<file path="src/source/fetch_cfg_pkg.sv">
// ========================================
// Sizes, start address and width types of
// the two-wide fetch front end
// ========================================
package fetch_cfg_pkg;

	// ========================================
	// Block geometry
	// ========================================
	// Two slots per aligned eight byte block
	localparam int FETCH_WIDTH = 2;
	localparam int BLOCK_BYTES = 4 * FETCH_WIDTH;

	// Direct mapped target table, indexed by word address bits
	localparam int LPHT_ADDR_WIDTH = 4;
	localparam int LPHT_DEPTH      = 1 << LPHT_ADDR_WIDTH;

	// Return stack, only the pointer is modelled
	localparam int RAS_DEPTH     = 8;
	localparam int RAS_PTR_WIDTH = $clog2(RAS_DEPTH);

	// Major opcode range of jirl, b, bl and the conditional branches
	localparam logic [5:0] BR_OPC_LO = 6'h13;
	localparam logic [5:0] BR_OPC_HI = 6'h1b;

	// ========================================
	// Width types
	// ========================================
	typedef logic [31:0]                addr_t;
	typedef logic [31:0]                inst_t;
	typedef inst_t [FETCH_WIDTH-1:0]    inst_pair_t;
	typedef logic [LPHT_ADDR_WIDTH-1:0] lpht_idx_t;
	typedef logic [RAS_PTR_WIDTH-1:0]   ras_ptr_t;
	typedef logic [FETCH_WIDTH-1:0]     slot_mask_t;

	// First fetch address after reset
	localparam addr_t RESET_PC = 32'h1c00_0000;

endpackage

</file>
<file path="src/source/fetch_types_pkg.sv">
// ========================================
// Bundles passed between the fetch stages
// and from the front end toward decode
// ========================================
package fetch_types_pkg;

	import fetch_cfg_pkg::*;

	// Prediction for one fetch block
	typedef struct packed {
		logic     taken;
		// Slot that holds the predicted branch
		logic     br_idx;
		addr_t    target;
		// Return stack pointer at lookup time
		ras_ptr_t ras_ptr;
	} br_info_t;

	// Contents of the F2 stage
	typedef struct packed {
		// Block aligned address
		addr_t      pc;
		inst_pair_t inst;
		slot_mask_t valid;
		br_info_t   br_info;
	} fetch_block_t;

	// Fix-up raised by the pre-checker on a false taken prediction
	typedef struct packed {
		logic      redirect;
		// Address of the slot that missed
		addr_t     pc;
		// Where fetch resumes, the next sequential word
		addr_t     target;
		ras_ptr_t  ras_ptr;
		// Table entry to drop
		lpht_idx_t lpht_idx;
	} precheck_fix_t;

	// Packet handed to decode
	typedef struct packed {
		addr_t      pc;
		inst_pair_t inst;
		slot_mask_t valid;
		slot_mask_t branch;
		// Prediction survived the pre-check
		logic       taken;
		addr_t      target;
	} decode_packet_t;

endpackage

</file>
<file path="src/source/fetch_pc_gen.sv">
// ========================================
// Fetch PC register and next-PC select
// Drives the aligned block address to the
// instruction memory plus a slot start mask
// ========================================
`timescale 1ns/1ps

module fetch_pc_gen (
	input  logic                           clk,
	input  logic                           rst_n_i,
	input  logic                           stall_i,
	input  logic                           bk_redirect_i,
	input  fetch_cfg_pkg::addr_t           bk_target_i,
	input  fetch_types_pkg::precheck_fix_t fix_i,
	input  fetch_types_pkg::br_info_t      pred_i,
	output fetch_cfg_pkg::addr_t           pc_o,
	output fetch_cfg_pkg::slot_mask_t      start_mask_o
);

	import fetch_cfg_pkg::*;

	// Word address of the next instruction to fetch
	addr_t pc_q;
	addr_t block_pc;
	addr_t next_pc;

	// Drop the in-block offset
	assign block_pc = pc_q & ~addr_t'(BLOCK_BYTES - 1);

	// Next PC by priority
	always_comb begin
		if (bk_redirect_i) begin
			next_pc = bk_target_i;
		end else if (fix_i.redirect) begin
			next_pc = fix_i.target;
		end else if (pred_i.taken) begin
			next_pc = pred_i.target;
		end else begin
			next_pc = block_pc + addr_t'(BLOCK_BYTES);
		end
	end

	// Backend redirect still moves the PC during a stall
	always_ff @(posedge clk) begin
		if (!rst_n_i) begin
			pc_q <= RESET_PC;
		end else if (bk_redirect_i || !stall_i) begin
			pc_q <= next_pc;
		end
	end

	assign pc_o = block_pc;

	// Slots ahead of the entry slot are not fetched
	always_comb begin
		for (int i = 0; i < FETCH_WIDTH; i++) begin
			start_mask_o[i] = (i >= int'(pc_q[2]));
		end
	end

	// Redirect targets from outside must land on a word
	a_pc_word_aligned : assert property (@(posedge clk) disable iff (!rst_n_i)
		pc_q[1:0] == 2'b00)
		else $error("fetch_pc_gen misaligned pc %h", pc_q);

endmodule

</file>
<file path="src/source/branch_predictor.sv">
// ========================================
// Direct mapped branch target table and
// speculative return stack pointer
// Lookup result is registered into F2
// ========================================
`timescale 1ns/1ps

module branch_predictor (
	input  logic                           clk,
	input  logic                           rst_n_i,
	input  logic                           stall_i,
	input  logic                           flush_i,
	input  fetch_cfg_pkg::addr_t           pc_i,
	input  logic                           train_i,
	input  fetch_cfg_pkg::addr_t           train_pc_i,
	input  fetch_cfg_pkg::addr_t           train_target_i,
	input  logic                           call_i,
	input  logic                           ret_i,
	input  fetch_types_pkg::precheck_fix_t fix_i,
	output fetch_types_pkg::br_info_t      pred_o
);

	import fetch_cfg_pkg::*;
	import fetch_types_pkg::*;

	// One table entry, always predicts taken
	typedef struct packed {
		logic  slot;
		addr_t target;
	} lpht_entry_t;

	logic [LPHT_DEPTH-1:0] lpht_valid_q;
	lpht_entry_t           lpht_q [LPHT_DEPTH];
	lpht_idx_t             train_idx;
	ras_ptr_t              ras_ptr_q;
	ras_ptr_t              ras_ptr_d;
	br_info_t              lookup;
	br_info_t              pred_q;

	// ========================================
	// Table update
	// ========================================
	assign train_idx = train_pc_i[LPHT_ADDR_WIDTH+1:2];

	// Drop a false entry
	// Training write on the same index wins
	always_ff @(posedge clk) begin
		if (!rst_n_i) begin
			lpht_valid_q <= '0;
		end else begin
			if (fix_i.redirect) begin
				lpht_valid_q[fix_i.lpht_idx] <= 1'b0;
			end
			if (train_i) begin
				lpht_valid_q[train_idx] <= 1'b1;
			end
		end
	end

	always_ff @(posedge clk) begin
		if (train_i) begin
			lpht_q[train_idx] <= '{slot: train_pc_i[2], target: train_target_i};
		end
	end

	// ========================================
	// Lookup of both slots
	// ========================================
	always_comb begin
		addr_t     slot_pc;
		lpht_idx_t idx;
		lookup         = '0;
		lookup.ras_ptr = ras_ptr_d;
		// Walk downward so the lower slot wins
		for (int i = FETCH_WIDTH - 1; i >= 0; i--) begin
			slot_pc = pc_i + addr_t'(4 * i);
			idx     = slot_pc[LPHT_ADDR_WIDTH+1:2];
			if (lpht_valid_q[idx]) begin
				lookup.taken  = 1'b1;
				lookup.br_idx = lpht_q[idx].slot;
				lookup.target = lpht_q[idx].target;
			end
		end
	end

	// Return stack pointer
	// Restore beats backend strobes
	always_comb begin
		ras_ptr_d = ras_ptr_q;
		if (fix_i.redirect) begin
			ras_ptr_d = fix_i.ras_ptr;
		end else if (call_i) begin
			ras_ptr_d = ras_ptr_q + ras_ptr_t'(1);
		end else if (ret_i) begin
			ras_ptr_d = ras_ptr_q - ras_ptr_t'(1);
		end
	end

	always_ff @(posedge clk) begin
		if (!rst_n_i) begin
			ras_ptr_q <= '0;
		end else begin
			ras_ptr_q <= ras_ptr_d;
		end
	end

	// Prediction for the block now in F2
	always_ff @(posedge clk) begin
		if (!rst_n_i) begin
			pred_q <= '0;
		end else if (flush_i) begin
			pred_q.taken   <= 1'b0;
			pred_q.ras_ptr <= ras_ptr_d;
		end else if (!stall_i) begin
			pred_q <= lookup;
		end
	end

	assign pred_o = pred_q;

	// Backend retires one control transfer per cycle
	a_call_ret_excl : assert property (@(posedge clk) disable iff (!rst_n_i)
		!(call_i && ret_i))
		else $error("branch_predictor call and return in the same cycle");

endmodule

</file>
<file path="src/source/predecoder.sv">
// ========================================
// Marks the valid slots of a fetch block
// that hold branch or jump instructions
// ========================================
`timescale 1ns/1ps

module predecoder (
	input  fetch_types_pkg::fetch_block_t block_i,
	output fetch_cfg_pkg::slot_mask_t     branch_o
);

	import fetch_cfg_pkg::*;

	// LoongArch major opcodes, bits 31 to 26
	//   13 jirl
	//   14 b
	//   15 bl
	//   16 to 1b beq bne blt bge bltu bgeu
	// Everything in between is a control transfer
	always_comb begin
		logic [5:0] opc;
		for (int i = 0; i < FETCH_WIDTH; i++) begin
			opc = block_i.inst[i][31:26];
			// Invalid slots never count as branches
			branch_o[i] = block_i.valid[i]
				&& (opc >= BR_OPC_LO)
				&& (opc <= BR_OPC_HI);
		end
	end

endmodule

</file>
<file path="src/source/pre_checker.sv">
// ========================================
// Pre-check of the F2 prediction against
// predecode, raises a fix-up on a taken
// prediction that hit a plain instruction
// ========================================
`timescale 1ns/1ps

module pre_checker (
	input  fetch_types_pkg::fetch_block_t  block_i,
	input  fetch_cfg_pkg::slot_mask_t      branch_i,
	input  logic                           stall_i,
	output fetch_types_pkg::precheck_fix_t fix_o,
	output fetch_cfg_pkg::slot_mask_t      valid_o
);

	import fetch_cfg_pkg::*;

	// Valid slot the predictor claimed as taken
	slot_mask_t pred_slot;
	// Claimed slot is not a branch at all
	slot_mask_t miss;

	always_comb begin
		for (int i = 0; i < FETCH_WIDTH; i++) begin
			pred_slot[i] = block_i.br_info.taken
				&& (block_i.br_info.br_idx == i[0])
				&& block_i.valid[i];
			miss[i] = pred_slot[i] && !branch_i[i];
		end
	end

	// ========================================
	// Fix-up toward PC gen and predictor
	// ========================================
	always_comb begin
		addr_t slot_pc;
		fix_o = '0;
		// Held block is checked again once the stall drops
		fix_o.redirect = (|miss) && !stall_i;
		for (int i = 0; i < FETCH_WIDTH; i++) begin
			slot_pc = block_i.pc + addr_t'(4 * i);
			if (miss[i]) begin
				fix_o.pc       = slot_pc;
				fix_o.target   = slot_pc + addr_t'(4);
				fix_o.ras_ptr  = block_i.br_info.ras_ptr;
				fix_o.lpht_idx = slot_pc[LPHT_ADDR_WIDTH+1:2];
			end
		end
	end

	// Slots after a claimed taken slot are cut
	// Applies to a confirmed branch as well as a miss
	always_comb begin
		logic cut;
		cut = 1'b0;
		for (int i = 0; i < FETCH_WIDTH; i++) begin
			valid_o[i] = block_i.valid[i] && !cut;
			cut        = cut || pred_slot[i];
		end
	end

	// Predecode flags only slots that were fetched
	always_comb begin
		a_branch_in_valid : assert final ((branch_i & ~block_i.valid) == '0)
			else $error("pre_checker branch flagged on invalid slot %b", branch_i);
	end

endmodule

</file>
<file path="src/source/fetch_buffer.sv">
// ========================================
// Output register toward decode
// Holds on stall, empties on flush
// ========================================
`timescale 1ns/1ps

module fetch_buffer (
	input  logic                            clk,
	input  logic                            rst_n_i,
	input  logic                            stall_i,
	input  logic                            flush_i,
	input  fetch_types_pkg::fetch_block_t   block_i,
	input  fetch_cfg_pkg::slot_mask_t       branch_i,
	input  fetch_cfg_pkg::slot_mask_t       valid_i,
	input  logic                            taken_ok_i,
	output fetch_types_pkg::decode_packet_t dec_packet_o
);

	import fetch_cfg_pkg::*;

	// Control part
	slot_mask_t valid_q;
	slot_mask_t branch_q;
	logic       taken_q;
	// Payload part
	addr_t      pc_q;
	addr_t      target_q;
	inst_pair_t inst_q;
	logic       load;

	// Payload only moves for a block with something in it
	assign load = !stall_i && (|valid_i);

	always_ff @(posedge clk) begin
		if (!rst_n_i || flush_i) begin
			valid_q  <= '0;
			branch_q <= '0;
			taken_q  <= 1'b0;
		end else if (!stall_i) begin
			valid_q  <= valid_i;
			branch_q <= branch_i & valid_i;
			taken_q  <= taken_ok_i && (|valid_i);
		end
	end

	always_ff @(posedge clk) begin
		if (load) begin
			pc_q     <= block_i.pc;
			inst_q   <= block_i.inst;
			target_q <= block_i.br_info.target;
		end
	end

	always_comb begin
		dec_packet_o.pc     = pc_q;
		dec_packet_o.inst   = inst_q;
		dec_packet_o.valid  = valid_q;
		dec_packet_o.branch = branch_q;
		dec_packet_o.taken  = taken_q;
		dec_packet_o.target = target_q;
	end

endmodule

</file>
<file path="src/source/fetch_frontend.sv">
// ========================================
// Two-wide fetch front end top level
// F1 addresses memory and predictor, F2
// predecodes and checks, then to decode
// ========================================
`timescale 1ns/1ps

module fetch_frontend (
	input  logic                            clk,
	input  logic                            rst_n_i,
	input  fetch_cfg_pkg::inst_pair_t       imem_data_i,
	input  logic                            stall_i,
	input  logic                            bk_redirect_i,
	input  fetch_cfg_pkg::addr_t            bk_target_i,
	input  logic                            bk_train_i,
	input  fetch_cfg_pkg::addr_t            bk_train_pc_i,
	input  fetch_cfg_pkg::addr_t            bk_train_target_i,
	input  logic                            bk_call_i,
	input  logic                            bk_ret_i,
	output fetch_cfg_pkg::addr_t            imem_addr_o,
	output fetch_types_pkg::decode_packet_t dec_packet_o,
	output fetch_cfg_pkg::ras_ptr_t         ras_ptr_o
);

	import fetch_cfg_pkg::*;
	import fetch_types_pkg::*;

	addr_t         pc;
	slot_mask_t    start_mask;
	br_info_t      pred;
	br_info_t      pred_ok;
	precheck_fix_t fix;
	slot_mask_t    branch;
	slot_mask_t    checked_valid;
	logic          taken_ok;
	// Block in F1 is on the wrong path
	logic          f1_squash;

	// F2 register
	addr_t         f2_pc_q;
	slot_mask_t    f2_valid_q;
	inst_pair_t    held_inst_q;
	logic          hold_q;
	fetch_block_t  f2_block;

	fetch_pc_gen u_pc_gen (
		.clk           (clk),
		.rst_n_i       (rst_n_i),
		.stall_i       (stall_i),
		.bk_redirect_i (bk_redirect_i),
		.bk_target_i   (bk_target_i),
		.fix_i         (fix),
		.pred_i        (pred_ok),
		.pc_o          (pc),
		.start_mask_o  (start_mask)
	);

	branch_predictor u_bpu (
		.clk            (clk),
		.rst_n_i        (rst_n_i),
		.stall_i        (stall_i),
		.flush_i        (bk_redirect_i || f1_squash),
		.pc_i           (pc),
		.train_i        (bk_train_i),
		.train_pc_i     (bk_train_pc_i),
		.train_target_i (bk_train_target_i),
		.call_i         (bk_call_i),
		.ret_i          (bk_ret_i),
		.fix_i          (fix),
		.pred_o         (pred)
	);

	// ========================================
	// F2 register
	// ========================================
	always_ff @(posedge clk) begin
		if (!rst_n_i || bk_redirect_i) begin
			f2_valid_q <= '0;
		end else if (!stall_i) begin
			f2_valid_q <= f1_squash ? '0 : start_mask;
		end
	end

	always_ff @(posedge clk) begin
		if (!stall_i) begin
			f2_pc_q <= pc;
		end
	end

	// Memory keeps reading the held PC, so keep the F2 words aside
	always_ff @(posedge clk) begin
		if (!rst_n_i) begin
			hold_q <= 1'b0;
		end else begin
			hold_q <= stall_i;
		end
	end

	always_ff @(posedge clk) begin
		if (stall_i && !hold_q) begin
			held_inst_q <= imem_data_i;
		end
	end

	always_comb begin
		f2_block.pc      = f2_pc_q;
		f2_block.inst    = hold_q ? held_inst_q : imem_data_i;
		f2_block.valid   = f2_valid_q;
		f2_block.br_info = pred;
	end

	predecoder u_predecode (
		.block_i  (f2_block),
		.branch_o (branch)
	);

	pre_checker u_precheck (
		.block_i  (f2_block),
		.branch_i (branch),
		.stall_i  (stall_i),
		.fix_o    (fix),
		.valid_o  (checked_valid)
	);

	// Prediction stands only on a valid real branch
	assign taken_ok  = pred.taken && branch[pred.br_idx];
	assign f1_squash = fix.redirect || (taken_ok && !stall_i);

	always_comb begin
		pred_ok       = pred;
		pred_ok.taken = taken_ok;
	end

	fetch_buffer u_fetch_buf (
		.clk          (clk),
		.rst_n_i      (rst_n_i),
		.stall_i      (stall_i),
		.flush_i      (bk_redirect_i),
		.block_i      (f2_block),
		.branch_i     (branch),
		.valid_i      (checked_valid),
		.taken_ok_i   (taken_ok),
		.dec_packet_o (dec_packet_o)
	);

	assign imem_addr_o = pc;
	// Pointer as sampled alongside the F2 prediction
	assign ras_ptr_o   = pred.ras_ptr;

endmodule

</file>
<file path="config.mk">
export PLATFORM = sky130hd
export DESIGN_NAME = fetch_frontend
export DESIGN_NICKNAME = d
export VERILOG_FILES = /design/src/source/fetch_cfg_pkg.sv /design/src/source/fetch_types_pkg.sv /design/src/source/fetch_pc_gen.sv /design/src/source/branch_predictor.sv /design/src/source/predecoder.sv /design/src/source/pre_checker.sv /design/src/source/fetch_buffer.sv /design/src/source/fetch_frontend.sv
export SDC_FILE = /design/constraint.sdc
export NUM_CORES = 1
export LEC_CHECK = 0
export BUFFER_PORTS_ARGS = -buffer_cell sky130_fd_sc_hd__buf_2
export CORE_AREA = 2 2 225 282
export CTS_CLUSTER_DIAMETER = 150
export DETAILED_ROUTE_END_ITERATION = 16
export DIE_AREA = 0 0 227 284
export GPL_ROUTABILITY_DRIVEN = 1
export PLACE_DENSITY_LB_ADDON = 0.12
export SLEW_MARGIN = 15
export SYNTH_ARGS = -nofsm -noshare
export SYNTH_HDL_FRONTEND = slang
export SYNTH_SLANG_ARGS = --single-unit
</file>
<file path="constraint.sdc">
create_clock -name clk -period 7.8 [get_ports clk]
set_clock_uncertainty 0.1 [all_clocks]
set_input_delay 0.78 -clock clk [delete_from_list [all_inputs] [get_ports clk]]
set_output_delay 0.78 -clock clk [all_outputs]
set_load 0.02 [all_outputs]
</file>
==> summary.md <==
| Metric | Value |
|---|---|
| Status | finished clean |
| Die H | 284 um |
| Worst Hold Class | in2reg |
| Initial core utilization | 0.544 |
| Setup CP Type | reg2reg |
| Power Total | 0.00972 W |
| Crit-path max cell delay | 0.70 ns |
| Switching share of power | 0.221 |
| # H-tree levels | 3 |
| Clock Latency Late Sink | 0.63 ns |
| Combinational Power Share | 0.069 |
| Least-Margin Pin Slew | 1.22 ns |
| Pre-Repair DR Iteration Count | 6 |
| Most common cell after layout, fill and taps aside | edfxtp_1 |
| Final net count | 2366 |
| Full die area | 64500 um^2 |
| WL final | 83800 um |
| CP top delay family | compound AO/OA/AOI/OAI gates |
| Worst path cell trace | buf_4 -> mux2_4 -> or4_1 -> a21oi_4 -> a21oi_2 -> o21ai_2 -> o221ai_1 |
| Slew Limit Fails | 0 |
| Pwr dens | 253 nW/um^2 |
| P_int | 0.00757 W |
| Post-Syn Instances | 1910 |
| FMAX | 0.237 GHz |
| Share of cells above drive strength 1 | 0.306 |
| Starting DRC count in detailed routing | 1783 |
| EDFF count, synth | 746 |
| GRT Total Usage | 0.261 |
| Max-slew headroom | 0.180 |
| Maxcap violations | 0 |
| Vias in the first global route | 19.2k |
| Grt ovf | 0 |
| P_leak | 13.0 nW |
| Commonest non-fill, non-tap cells in the layout | edfxtp_1, buf_2, mux4_2 |
| Register area share after synthesis | 0.724 |
| Cell row count | 102 |
| Final cycle utilization of the critical path | 0.540 |
| Peak supply drop | 183 uV |
| Switching pwr | 0.00214 W |
| Mapped cell area | 33600 um^2 |
| Worst path slowest cell | or4_1 |
| I/O pin cnt | 335 |
| Reg clk slew, reported paths | 0.06 ns |
| Final setup fails | 0 |
| WHS | 0.237 ns |
| Worst-path maximum fanout | 49 |
| Vias per Instance | 6.18 |
| Crit. End Element | register |
| HPWL after DPL | 50000 um |
| RSZ-0062 raised after global routing | no |
| Hold_buf cts | 0 |
| Post-route ant nets | 0 |
| Synth cell types | 76 |
| Die width | 227 um |
| CTS root buf | clkbuf_16 |
| Number of cells upsized or downsized after cts | 0 |
| Synth Flop Type | edfxtp_1 |
| Pin count of the biggest net entering global routing | 69 |
| Clock power share | 0.399 |
| Asr flop ratio synth | 0 |
| Worst path bufs/invs | 1 |
| Mean post-synth cell area | 17.6 um^2 |
| Critical path startpoint category | register |
| Layout area overhead | 14.3% |
| Synth warn | 0 |
| Core Box Area | 61800 um^2 |
| Global placement routability congestion | 0.871 |
| CTS Sinks | 843 |
| Total CTS buffers | 82 |
| Via count | 19.1k |
| Final hold violation count | 0 |
| Layout fillers | 4558 |
| DR WL/cell | 27.1 um |
| Global-route wire length before repair | 123000 um |
| Tmin final | 4.21 ns |
| Count of input and output buffers | 298 |
| Synthesis-stage register bit count | 843 |
| Reg power frac | 0.532 |
| Setup Fix Bufs, Post-CTS | 0 |
| # DRC | 0 |
| Setup TNS | 0 ns |
| Initial antenna violation count | 12 |
| CTS tree | built |
| CTS max path bufs | 3 |
| Arrival time worst endpoint | 4.60 ns |
| CP required | 8.18 ns |
==> power groups by stage <==
stage / Clock [W] / Combinational, W / Sequential, W
CTS: 0.00394 / 0.000676 / 0.00517
floorplan: 0 / 0.000435 / 0.00525
global route: 0.00411 / 0.000726 / 0.00518
detailed placement: 0 / 0.000672 / 0.00527
finish: 0.00387 / 0.000672 / 0.00517
global placement: 0 / 0.000661 / 0.00526
==> cells by family (layout without fill, tap and decap cells) <==
logic type | Yosys count | after routing | share of synthesized area
adders and majority gates | 4 | 4 | 0.00149
AOI/OAI and AO/OA | 273 | 273 | 0.0570
muxes | 288 | 288 | 0.139
other | 1 | 8 | 0.000112
and+or+nand+nor | 299 | 299 | 0.0449
xor gates and xnor gates | 27 | 27 | 0.00704
buffers and inverters | 175 | 521 | 0.0259
DFF | 843 | 843 | 0.724
==> flip-flops by register name, summed over array words and instances, names as in the netlist, 29 cells and up, named ones only <==
signal	count
u_bpu.lpht_q	528
u_fetch_buf.target_q	32
held_inst_q	64
u_pc_gen.pc_q	30
u_bpu.pred_o	37
f2_pc_q	29
u_fetch_buf.pc_q	29
u_fetch_buf.dec_packet_o	64
==> final timing paths <==
check / start / endpoint / slack [ns] / cells after the start
max: hold_q / u_pc_gen.pc_q[12] / 3.59 / 7
max reg2reg: hold_q / u_pc_gen.pc_q[12] / 3.59 / 7
min: imem_data_i[51] / held_inst_q[51] / 0.24 / 1
min reg2reg: u_bpu.lpht_valid_q[4] / u_bpu.lpht_valid_q[4] / 0.38 / 2
==> synthesized netlist by cell type, drive strengths merged, types with 15 or more instances <==
cell type	n	share of area
and3	19	0.0035
mux2	66	0.022
a211oi	19	0.0042
o21ai	65	0.0099
inv	28	0.0031
nor2	71	0.0080
nand3	47	0.0070
nand2b	18	0.0034
mux4	136	0.091
buf	74	0.015
o31ai	15	0.0034
xnor2	23	0.0060
nand4	20	0.0037
nand2	70	0.0078
o221ai	41	0.011
o311ai	15	0.0039
dfxtp	97	0.058
clkbuf	72	0.0080
a21oi	48	0.0076
edfxtp	746	0.67
mux2i	86	0.026
==> per-stage QoR <==
step	util	setup WS (ns)	area, um^2	cells
global placement	0.579	3.02	35800	2942
global route	0.622	3.35	38400	3093
floorplan	-	0.676	33600	1915
finish	0.622	3.59	38400	3095
CTS	0.622	3.57	38400	3092
detailed placement	0.579	2.99	35800	2942
==> metal layers <==
layer | global-route usage | routed length (um)
met3 | 0.0504 | 6860
met5 | 0 | 93
met4 | 0.0892 | 2480
met1 | 0.342 | 32200
met2 | 0.438 | 42100
==> worst register-to-register path: stages, from the launching register on <==
cell and delay (ns):
dfxtp_4 0.54, buf_4 0.59, mux2_4 0.38, or4_1 0.70
a21oi_4 0.62, a21oi_2 0.35, o21ai_2 0.59, o221ai_1 0.20
==> cell type report <==
class / count / area, um^2 / share of cell area
flip-flops and latches: 843 / 24400 / 0.634
multi-input cells: 897 / 8450 / 0.220
clock buffers: 119 / 2310 / 0.0602
repair buffers: 342 / 1840 / 0.0479
well taps: 832 / 1040 / 0.0271
clock inverters: 31 / 304 / 0.00791
inverters: 29 / 109 / 0.00283
diodes: 2 / 5.00 / 0.000130
Note: power is estimated with default switching activity, not from simulation.
